**config.mk**
```make
export PLATFORM = sky130hd
export DESIGN_NAME = vex_execute
export DESIGN_NICKNAME = d
export VERILOG_FILES = /design/src/logic/vex_pkg.sv /design/src/logic/lane_op_if.sv /design/src/logic/exec_control.sv /design/src/logic/mul_timer.sv /design/src/logic/operand_latch.sv /design/src/logic/lane_alu.sv /design/src/logic/addr_gen.sv /design/src/logic/result_merge.sv /design/src/logic/vex_execute.sv
export SDC_FILE = /design/constraint.sdc
export NUM_CORES = 2
export LEC_CHECK = 0
export ABC_AREA = 1
export BUFFER_PORTS_ARGS = -buffer_cell sky130_fd_sc_hd__buf_2
export CAP_MARGIN = 15
export CORE_MARGIN = 2
export CORE_UTILIZATION = 45
export DETAILED_ROUTE_END_ITERATION = 8
export PLACE_DENSITY = 0.66
export SYNTH_ARGS = -nofsm -noshare
export SYNTH_HDL_FRONTEND = slang
export SYNTH_HIERARCHICAL = 1
export SYNTH_SLANG_ARGS = --single-unit
export TNS_END_PERCENT = 5
```
**constraint.sdc**
```tcl
create_clock -name CLK -period 24.9 [get_ports CLK]
set_clock_uncertainty 0.2 [all_clocks]
set_input_delay 2.49 -clock CLK [delete_from_list [all_inputs] [get_ports CLK]]
set_output_delay 2.49 -clock CLK [all_outputs]
set_load 0.01 [all_outputs]
```
**src/logic/vex_pkg.sv**
```systemverilog
/* widths, multiply latency, unit/op/source/memory enumerations,
   mask word union and the shared element ALU function */
package vex_pkg;

  localparam int XLEN = 32;

  // edges from multiply acceptance to out_valid
  localparam int MUL_LATENCY = 3;
  localparam int MUL_CNT_W = $clog2(MUL_LATENCY);

  // find-first result when the mask is empty
  localparam logic [XLEN-1:0] NO_FIRST = '1;

  typedef enum logic [1:0] {
    FU_ALU,
    FU_MUL,
    FU_MEM,
    FU_FIRST
  } fu_t;

  typedef enum logic [2:0] {
    ADD,
    AND,
    OR,
    XOR,
    MIN,
    MINU,
    MAX,
    MAXU
  } alu_op_t;

  typedef enum logic [1:0] {
    SRC_V,
    SRC_I,
    SRC_X
  } src_kind_t;

  typedef enum logic [1:0] {
    EEW8,
    EEW16,
    EEW32
  } eew_t;

  typedef enum logic [1:0] {
    STRIDE_UNIT,
    STRIDE_CONST,
    STRIDE_SEG
  } stride_kind_t;

  typedef struct packed {
    logic [XLEN-1:0] lane1;
    logic [XLEN-1:0] lane0;
  } lane_pair_t;

  // vs2 held per lane, or read as one 64-bit mask with bit 0 from lane 0
  typedef union packed {
    lane_pair_t          lanes;
    logic [2*XLEN-1:0]   flat;
  } mask_word_u;

  // element op, shared by the lanes and the reduction
  function automatic logic [XLEN-1:0] alu_eval(alu_op_t op, logic [XLEN-1:0] a,
                                               logic [XLEN-1:0] b);
    logic lt_s;
    logic lt_u;
    lt_s = $signed(a) < $signed(b);
    lt_u = a < b;
    case (op)
      ADD:     alu_eval = a + b;
      AND:     alu_eval = a & b;
      OR:      alu_eval = a | b;
      XOR:     alu_eval = a ^ b;
      MIN:     alu_eval = lt_s ? a : b;
      MINU:    alu_eval = lt_u ? a : b;
      MAX:     alu_eval = lt_s ? b : a;
      default: alu_eval = lt_u ? b : a;
    endcase
  endfunction

endpackage

```
**src/logic/lane_op_if.sv**
```systemverilog
/* held operands, control and address fields from the operand latch
   to the lane ALUs, the address generator and the result merge */
interface lane_op_if;
  import vex_pkg::*;

  logic [XLEN-1:0] src1_0;
  logic [XLEN-1:0] src1_1;
  logic [XLEN-1:0] src2_0;
  logic [XLEN-1:0] src2_1;
  mask_word_u      mask;
  fu_t             fu;
  alu_op_t         alu_op;
  logic            reduce;

  // memory access fields
  logic [XLEN-1:0] base;
  logic [XLEN-1:0] stride;
  eew_t            eew;
  stride_kind_t    stride_kind;
  logic [2:0]      nf;
  logic [2:0]      nf_count;

  modport latch (output src1_0, src1_1, src2_0, src2_1, mask, fu, alu_op, reduce,
                 base, stride, eew, stride_kind, nf, nf_count);

  modport lane (input src1_0, src1_1, src2_0, src2_1, fu, alu_op);

  modport uses (input src1_0, src1_1, src2_0, src2_1, mask, fu, alu_op, reduce,
                base, stride, eew, stride_kind, nf, nf_count);

endinterface

```
**src/logic/exec_control.sv**
```systemverilog
/* issue and output handshake FSM with load and multiply start strobes */
module exec_control (
  input  logic         CLK,
  input  logic         nRST,
  input  logic         in_valid,
  input  vex_pkg::fu_t in_fu,
  input  logic         out_ready,
  input  logic         timer_done,
  output logic         in_ready,
  output logic         out_valid,
  output logic         load,
  output logic         timer_start
);
  import vex_pkg::*;

  typedef enum logic [1:0] {IDLE, BUSY, FULL} state_t;

  state_t state;
  state_t state_next;
  logic   accept;
  logic   is_mul;

  // a held result may leave on the same edge a new one enters
  assign in_ready    = (state == IDLE) || ((state == FULL) && out_ready);
  assign accept      = in_valid && in_ready;
  assign is_mul      = in_fu == FU_MUL;
  assign load        = accept;
  assign timer_start = accept && is_mul;
  assign out_valid   = state == FULL;

  always_comb begin
    state_next = state;
    case (state)
      IDLE: begin
        if (accept) state_next = is_mul ? BUSY : FULL;
      end
      BUSY: begin
        // multiply pending until the timer expires
        if (timer_done) state_next = FULL;
      end
      FULL: begin
        if (accept) state_next = is_mul ? BUSY : FULL;
        else if (out_ready) state_next = IDLE;
      end
      default: state_next = IDLE;
    endcase
  end

  always_ff @(posedge CLK, negedge nRST) begin
    if (!nRST) begin
      state <= IDLE;
    end else begin
      state <= state_next;
    end
  end

endmodule

```
**src/logic/mul_timer.sv**
```systemverilog
/* multiply latency down-counter */
module mul_timer (
  input  logic CLK,
  input  logic nRST,
  input  logic start,
  output logic done
);
  import vex_pkg::*;

  logic [MUL_CNT_W-1:0] count;

  // loaded on the acceptance edge, expires two cycles later for latency 3
  always_ff @(posedge CLK, negedge nRST) begin
    if (!nRST) begin
      count <= '0;
    end else if (start) begin
      count <= MUL_CNT_W'(MUL_LATENCY - 1);
    end else if (count != '0) begin
      count <= count - 1'b1;
    end
  end

  // last cycle before the result is presented
  assign done = count == MUL_CNT_W'(1);

endmodule

```
**src/logic/operand_latch.sv**
```systemverilog
/* first operand source select, immediate sign extension and
   the instruction holding register */
module operand_latch (
  input  logic                       CLK,
  input  logic                       nRST,
  input  logic                       load,
  input  vex_pkg::fu_t               fu,
  input  vex_pkg::alu_op_t           alu_op,
  input  vex_pkg::src_kind_t         src1_kind,
  input  logic                       reduce,
  input  logic [vex_pkg::XLEN-1:0]   vs1_0,
  input  logic [vex_pkg::XLEN-1:0]   vs1_1,
  input  logic [vex_pkg::XLEN-1:0]   vs2_0,
  input  logic [vex_pkg::XLEN-1:0]   vs2_1,
  input  logic [vex_pkg::XLEN-1:0]   xs1,
  input  logic [vex_pkg::XLEN-1:0]   xs2,
  input  logic [4:0]                 imm,
  input  vex_pkg::eew_t              eew,
  input  vex_pkg::stride_kind_t      stride_kind,
  input  logic [2:0]                 nf,
  input  logic [2:0]                 nf_count,
  lane_op_if.latch                   ops
);
  import vex_pkg::*;

  logic [XLEN-1:0] imm_ext;
  logic [XLEN-1:0] sel_0;
  logic [XLEN-1:0] sel_1;

  assign imm_ext = {{(XLEN-5){imm[4]}}, imm};

  always_comb begin
    case (src1_kind)
      SRC_I: begin
        sel_0 = imm_ext;
        sel_1 = imm_ext;
      end
      SRC_X: begin
        sel_0 = xs1;
        sel_1 = xs1;
      end
      default: begin
        sel_0 = vs1_0;
        sel_1 = vs1_1;
      end
    endcase
  end

  always_ff @(posedge CLK, negedge nRST) begin
    if (!nRST) begin
      ops.src1_0      <= '0;
      ops.src1_1      <= '0;
      ops.src2_0      <= '0;
      ops.src2_1      <= '0;
      ops.mask        <= '0;
      ops.fu          <= FU_ALU;
      ops.alu_op      <= ADD;
      ops.reduce      <= 1'b0;
      ops.base        <= '0;
      ops.stride      <= '0;
      ops.eew         <= EEW8;
      ops.stride_kind <= STRIDE_UNIT;
      ops.nf          <= '0;
      ops.nf_count    <= '0;
    end else if (load) begin
      ops.src1_0           <= sel_0;
      ops.src1_1           <= sel_1;
      ops.src2_0           <= vs2_0;
      ops.src2_1           <= vs2_1;
      // mask word is the same vs2 pair, viewed as lanes here
      ops.mask.lanes.lane0 <= vs2_0;
      ops.mask.lanes.lane1 <= vs2_1;
      ops.fu               <= fu;
      ops.alu_op           <= alu_op;
      ops.reduce           <= reduce;
      ops.base             <= xs1;
      ops.stride           <= xs2;
      ops.eew              <= eew;
      ops.stride_kind      <= stride_kind;
      ops.nf               <= nf;
      ops.nf_count         <= nf_count;
    end
  end

endmodule

```
**src/logic/lane_alu.sv**
```systemverilog
/* single lane element ALU and low-half multiply */
module lane_alu #(
  parameter int LANE = 0
) (
  lane_op_if.lane                  ops,
  output logic [vex_pkg::XLEN-1:0] lane_result
);
  import vex_pkg::*;

  logic [XLEN-1:0] op_a;
  logic [XLEN-1:0] op_b;
  logic [XLEN-1:0] mul_lo;
  logic [XLEN-1:0] alu_out;

  // operand pair of this lane
  always_comb begin
    if (LANE == 1) begin
      op_a = ops.src1_1;
      op_b = ops.src2_1;
    end else begin
      op_a = ops.src1_0;
      op_b = ops.src2_0;
    end
  end

  // low word only, sign does not matter here
  assign mul_lo = op_a * op_b;

  assign alu_out = alu_eval(ops.alu_op, op_a, op_b);

  // mem and find-first results come from result_merge, lane value ignored there
  always_comb begin
    case (ops.fu)
      FU_MUL:  lane_result = mul_lo;
      default: lane_result = alu_out;
    endcase
  end

endmodule

```
**src/logic/addr_gen.sv**
```systemverilog
/* load/store address generation for unit-stride, strided and segment access */
module addr_gen (
  lane_op_if.uses                  ops,
  output logic [vex_pkg::XLEN-1:0] addr0,
  output logic [vex_pkg::XLEN-1:0] addr1
);
  import vex_pkg::*;

  logic [XLEN-1:0] elem_bytes;
  logic [XLEN-1:0] field_off;
  logic [XLEN-1:0] step;

  always_comb begin
    case (ops.eew)
      EEW8:    elem_bytes = XLEN'(1);
      EEW16:   elem_bytes = XLEN'(2);
      default: elem_bytes = XLEN'(4);
    endcase
  end

  // field within the segment selects the starting element
  assign field_off = XLEN'(ops.nf_count) * elem_bytes;
  assign addr0     = ops.base + field_off;

  always_comb begin
    case (ops.stride_kind)
      STRIDE_CONST: step = ops.stride;
      // next segment starts nf+1 fields later
      STRIDE_SEG:   step = (XLEN'(ops.nf) + XLEN'(1)) * elem_bytes;
      default:      step = elem_bytes;
    endcase
  end

  assign addr1 = addr0 + step;

endmodule

```
**src/logic/result_merge.sv**
```systemverilog
/* two-lane reduction, find-first over the mask and output selection */
module result_merge (
  lane_op_if.uses                  ops,
  input  logic [vex_pkg::XLEN-1:0] lane0,
  input  logic [vex_pkg::XLEN-1:0] lane1,
  input  logic [vex_pkg::XLEN-1:0] addr0,
  input  logic [vex_pkg::XLEN-1:0] addr1,
  output logic [vex_pkg::XLEN-1:0] res0,
  output logic [vex_pkg::XLEN-1:0] res1,
  output logic [vex_pkg::XLEN-1:0] rd_data
);
  import vex_pkg::*;

  logic [XLEN-1:0] red_out;
  logic [XLEN-1:0] first_idx;

  assign red_out = alu_eval(ops.alu_op, lane0, lane1);

  // scan from the top so the lowest set bit wins
  always_comb begin
    first_idx = NO_FIRST;
    for (int i = 2*XLEN-1; i >= 0; i--) begin
      if (ops.mask.flat[i]) first_idx = XLEN'(i);
    end
  end

  always_comb begin
    res0    = '0;
    res1    = '0;
    rd_data = '0;
    case (ops.fu)
      FU_ALU: begin
        res0 = ops.reduce ? red_out : lane0;
        res1 = lane1;
      end
      FU_MUL: begin
        res0 = lane0;
        res1 = lane1;
      end
      FU_MEM: begin
        res0 = addr0;
        res1 = addr1;
      end
      default: begin
        rd_data = first_idx;
      end
    endcase
  end

endmodule

```
**src/logic/vex_execute.sv**
```systemverilog
/* two-lane vector execute stage top level */
module vex_execute (
  input  logic                       CLK,
  input  logic                       nRST,
  input  logic                       in_valid,
  output logic                       in_ready,
  input  vex_pkg::fu_t               fu,
  input  vex_pkg::alu_op_t           alu_op,
  input  vex_pkg::src_kind_t         src1_kind,
  input  logic                       reduce,
  input  logic [vex_pkg::XLEN-1:0]   vs1_0,
  input  logic [vex_pkg::XLEN-1:0]   vs1_1,
  input  logic [vex_pkg::XLEN-1:0]   vs2_0,
  input  logic [vex_pkg::XLEN-1:0]   vs2_1,
  input  logic [vex_pkg::XLEN-1:0]   xs1,
  input  logic [vex_pkg::XLEN-1:0]   xs2,
  input  logic [4:0]                 imm,
  input  vex_pkg::eew_t              eew,
  input  vex_pkg::stride_kind_t      stride_kind,
  input  logic [2:0]                 nf,
  input  logic [2:0]                 nf_count,
  output logic                       out_valid,
  input  logic                       out_ready,
  output logic [vex_pkg::XLEN-1:0]   res0,
  output logic [vex_pkg::XLEN-1:0]   res1,
  output logic [vex_pkg::XLEN-1:0]   rd_data
);
  import vex_pkg::*;

  logic            load;
  logic            timer_start;
  logic            timer_done;
  logic [XLEN-1:0] lane0;
  logic [XLEN-1:0] lane1;
  logic [XLEN-1:0] addr0;
  logic [XLEN-1:0] addr1;

  lane_op_if ops ();

  exec_control u_ctrl (
    .CLK(CLK), .nRST(nRST),
    .in_valid(in_valid), .in_fu(fu), .out_ready(out_ready), .timer_done(timer_done),
    .in_ready(in_ready), .out_valid(out_valid), .load(load), .timer_start(timer_start)
  );

  mul_timer u_timer (.CLK(CLK), .nRST(nRST), .start(timer_start), .done(timer_done));

  operand_latch u_latch (
    .CLK(CLK), .nRST(nRST), .load(load),
    .fu(fu), .alu_op(alu_op), .src1_kind(src1_kind), .reduce(reduce),
    .vs1_0(vs1_0), .vs1_1(vs1_1), .vs2_0(vs2_0), .vs2_1(vs2_1),
    .xs1(xs1), .xs2(xs2), .imm(imm),
    .eew(eew), .stride_kind(stride_kind), .nf(nf), .nf_count(nf_count),
    .ops(ops)
  );

  lane_alu #(.LANE(0)) u_lane0 (.ops(ops), .lane_result(lane0));
  lane_alu #(.LANE(1)) u_lane1 (.ops(ops), .lane_result(lane1));

  addr_gen u_addr (.ops(ops), .addr0(addr0), .addr1(addr1));

  result_merge u_merge (
    .ops(ops), .lane0(lane0), .lane1(lane1), .addr0(addr0), .addr1(addr1),
    .res0(res0), .res1(res1), .rd_data(rd_data)
  );

endmodule

```
==> results.md <==
- Crit-path leading delay family: adder cells
- WS Path Type: reg -> out
- Initial Util: 0.452
- Final Critical Period: about 17000 ps
- Synth Area in Simple Gates: 0.265
- Adder-Cell Fraction of Synth Area: 0.359
- Synth warn: 6
- Fin. max-slew vios: 0
- Worst hold path class: reg -> reg
- Largest family of logic cells by synthesized area: adder cells
- Most frequent CP cell: inv_1
- 1st-iter DRT viols: between 7000 and 8000
- Top cells by area, synth: fa_1 25%, nand2_1 17%, inv_1 12%, ha_1 11%, dfrtp_1 8.0%
- Largest net degree at the start of global routing: between 150 and 200
- CP arrival: around 14000 ps
- Synthesized flop and latch total: approximately 210
- Xor/xnor share of the synthesized area: 0.0158
- Number of synthesized flops with an enable pin: 0
- Share of the synthesized area in the top cell type: 0.249
- Buffers on Ports: 316
- Die ar.: roughly 150000 um^2
- Clock latency on the worst-skew pair: ~680 ps
- Detailed-route DRC error count: 0
- Ys async rst share: 1.00
- Setup ws final: approximately 8000 ps
- First-pass GRT wire length: ~420000 um
- Per-cell routed wire length: roughly 24 um
- Post-synthesis compound-gate area fraction: 0.115
- Largest area contributor in the netlist: fa_1
- Die Y: 389 um
- Post_cts resized: 0
- CP Launch Type: flop
- Layout cells sized above 1: 0.0691
- Area grow syn2layout: 5.87%
- Slew margin rel.: 0.221
- Final Hold Vio Count: 0
- Routability cong.: 1.02
- DP Worst Slack: between 9000 and 10000 ps
- Total CTS buffers: 30
- CP Data Required Time: roughly 22000 ps
- Mux share of post-synthesis cell area: 0
- Sequential cell area fraction in the yosys report: 0.0797
- Slew @ Worst Pin: ~1200 ps
- Final setup viols: 0
- Peak fanout along the critical path: 35
- # IOs: ~320
- Reg clk slew, reported paths: 60 ps
- Root Buffer: clkbuf_16
- Clk sinks: about 210
- GRT Util Overall: 0.373
- F_max: between 50 and 60 MHz
- Post-Synthesis Cell Area: between 60000 and 70000 um^2
- CP peak stage delay: just over 800 ps
- Hold_buf cts: 0
- Hold Slack: between 200 and 300 ps
- Via density: 5.65
- Crit path max-delay cell type: o22ai_1
- Multi-input gate area: approximately 50000 um^2
- Status: completed
- Drt total wl: 286000 um
- Row count: 141
- Ys flop type: dfrtp_1
- Initial antenna violation count: 16
- Syn_area_per_cell: ~6.6 um^2
- Final ANT Viol Nets: 0
- Fin crit share: 0.683
- Max-cap violations: 0
- RSZ-0062 raised after global routing: no
- DR pass1 iterations: 7
- CTS tree: done
- Die W: a little under 400 um
- Post-Syn Instances: a little over 10000
- Reg area: around 5300 um^2
- WP buf/inv: 13
- Layout Nets: 11800
- Placed wire-length estimate: 223000 um
- Crit end category: output port
- Synth cell types: 72
- Core area: 147000 um^2
- Remaining global-route overflow: 0
- Clk buf depth: 3
- Setup Fix Bufs, Post-CTS: 0
- Synth Net Count: ~12000
- Number of global-route vias before repair: 67000
- Setup TNS: 0 ps
- Fillers: 15200
- Vias: about 68000
- H-tree levels: 1
-- worst reg2reg max path, cell delays in order, from the launching register on --
cell and delay [ps]:
dfrtp_1 430, inv_1 90, nand3_2 150, inv_6 160
inv_6 420, buf_4 710, buf_4 830, a21oi_1 360
a21oi_1 410
-- cell usage in the layout, fill, tap and decap left out, types with 16 or more instances in the layout --
master / instances
nor4_1: 18
o21bai_1: 21
o21ai_1: 30
nand2_1: 2952
nand3_1: 514
a211oi_1: 23
nand2_2: 22
ha_1: 586
o21ai_0: 397
o211ai_1: 82
a21oi_1: 537
nor3_1: 47
xnor2_1: 42
buf_4: 186
clkbuf_16: 30
o221ai_1: 49
nor2_1: 557
fa_1: 828
a221oi_1: 33
nand4_1: 75
inv_2: 23
dfrtp_1: 210
nor2_2: 16
inv_1: 2178
o22ai_1: 42
xor2_1: 78
nand3b_1: 31
a22oi_1: 16
buf_2: 315
-- through the flow --
step	util	instances	cell area [um^2]
3_5_place_dp	0.471	12000	69400
5_1_grt	0.479	12100	70500
4_1_cts	0.479	12100	70500
6_report	0.479	12100	70500
2_1_floorplan	-	10100	66600
3_3_place_gp	0.471	12000	69400
-- final timing paths --
| path | cells after the start | slack [ps] | to | startpoint |
|---|---|---|---|---|
| min reg2reg | 2 | 270 | u_latch/ops.stride[19]$_DFFE_PN0P_ | u_latch/ops.stride[19]$_DFFE_PN0P_ |
| min | 2 | 270 | u_latch/ops.stride[19]$_DFFE_PN0P_ | u_latch/ops.stride[19]$_DFFE_PN0P_ |
| min in group asynchronous | 1 | 1590 | u_latch/ops.stride[30]$_DFFE_PN0P_ | nRST |
| max reg2reg | 8 | 20960 | u_latch/ops.src1_1[10]$_DFFE_PN0P_ | u_ctrl/state[0]$_DFFE_PN0P_ |
| max | 46 | 7890 | res0[3] | u_latch/ops.src1_0[9]$_DFFE_PN0P_ |
| max in group asynchronous | 2 | 21200 | u_latch/ops.src2_1[13]$_DFFE_PN0P_ | nRST |
-- final cells by class --
| cell class | instances | share of cell area |
|---|---|---|
| multi-input cells | 7169 | 0.715 |
| inverters | 2212 | 0.118 |
| clock buffers | 41 | 0.0124 |
| clock inverters | 15 | 0.00248 |
| repair buffers | 503 | 0.0427 |
| diodes | 5 | 0.000177 |
| well taps | 1930 | 0.0343 |
| flip-flops and latches | 212 | 0.0753 |
-- cells in the mapped netlist, types with 33 or more instances --
| cell type | n |
|---|---|
| buf_2 | 60 |
| a21oi_1 | 537 |
| nand4_1 | 75 |
| a221oi_1 | 33 |
| fa_1 | 828 |
| xor2_1 | 78 |
| nor3_1 | 59 |
| o22ai_1 | 42 |
| clkbuf_1 | 310 |
| xnor2_1 | 42 |
| buf_1 | 57 |
| buf_4 | 113 |
| nand2_1 | 2952 |
| inv_1 | 2180 |
| o221ai_1 | 49 |
| nand3_1 | 514 |
| o211ai_1 | 82 |
| nor2_1 | 558 |
| ha_1 | 587 |
| o21ai_0 | 397 |
| dfrtp_1 | 212 |
-- registers in the layout, indices dropped and copies added (netlist names) --
signal / count
u_latch/ops.stride: 32
u_latch/ops.src1_1: 32
u_latch/ops.nf: 3
u_latch/ops.eew: 2
u_latch/ops.src1_0: 32
u_latch/ops.src2_1: 32
u_latch/ops.src2_0: 31
u_latch/ops.mask: 1
u_latch/ops.nf_count: 3
u_timer/count: 2
u_latch/ops.base: 32
u_latch/ops.alu_op: 3
u_ctrl/state: 2
u_latch/ops.reduce: 1
u_latch/ops.stride_kind: 2
u_latch/ops.fu: 2
-- cell families after synthesis --
logic type | after synthesis
DFF | 212
xor gates and xnor gates | 120
AOI/OAI and AO/OA | 1329
buffers and inverters | 2767
and+or+nand+nor | 4305
adders and majority gates | 1415
-- per-layer routing --
| metal | vias to the layer above | part of all wire | GRT usage |
|---|---|---|---|
| met3 | 621 | 0.11 | 0.0785 |
| met2 | 3890 | 0.42 | 0.561 |
| met1 | 33100 | 0.41 | 0.507 |
| li1 | 30800 | - | - |
| met5 | - | 0.00042 | 0 |
| met4 | 18 | 0.058 | 0.184 |
Power is left out: the tool's default activity adds up to more than one toggle a clock period on the data nets, which glitch-free logic cannot reach.
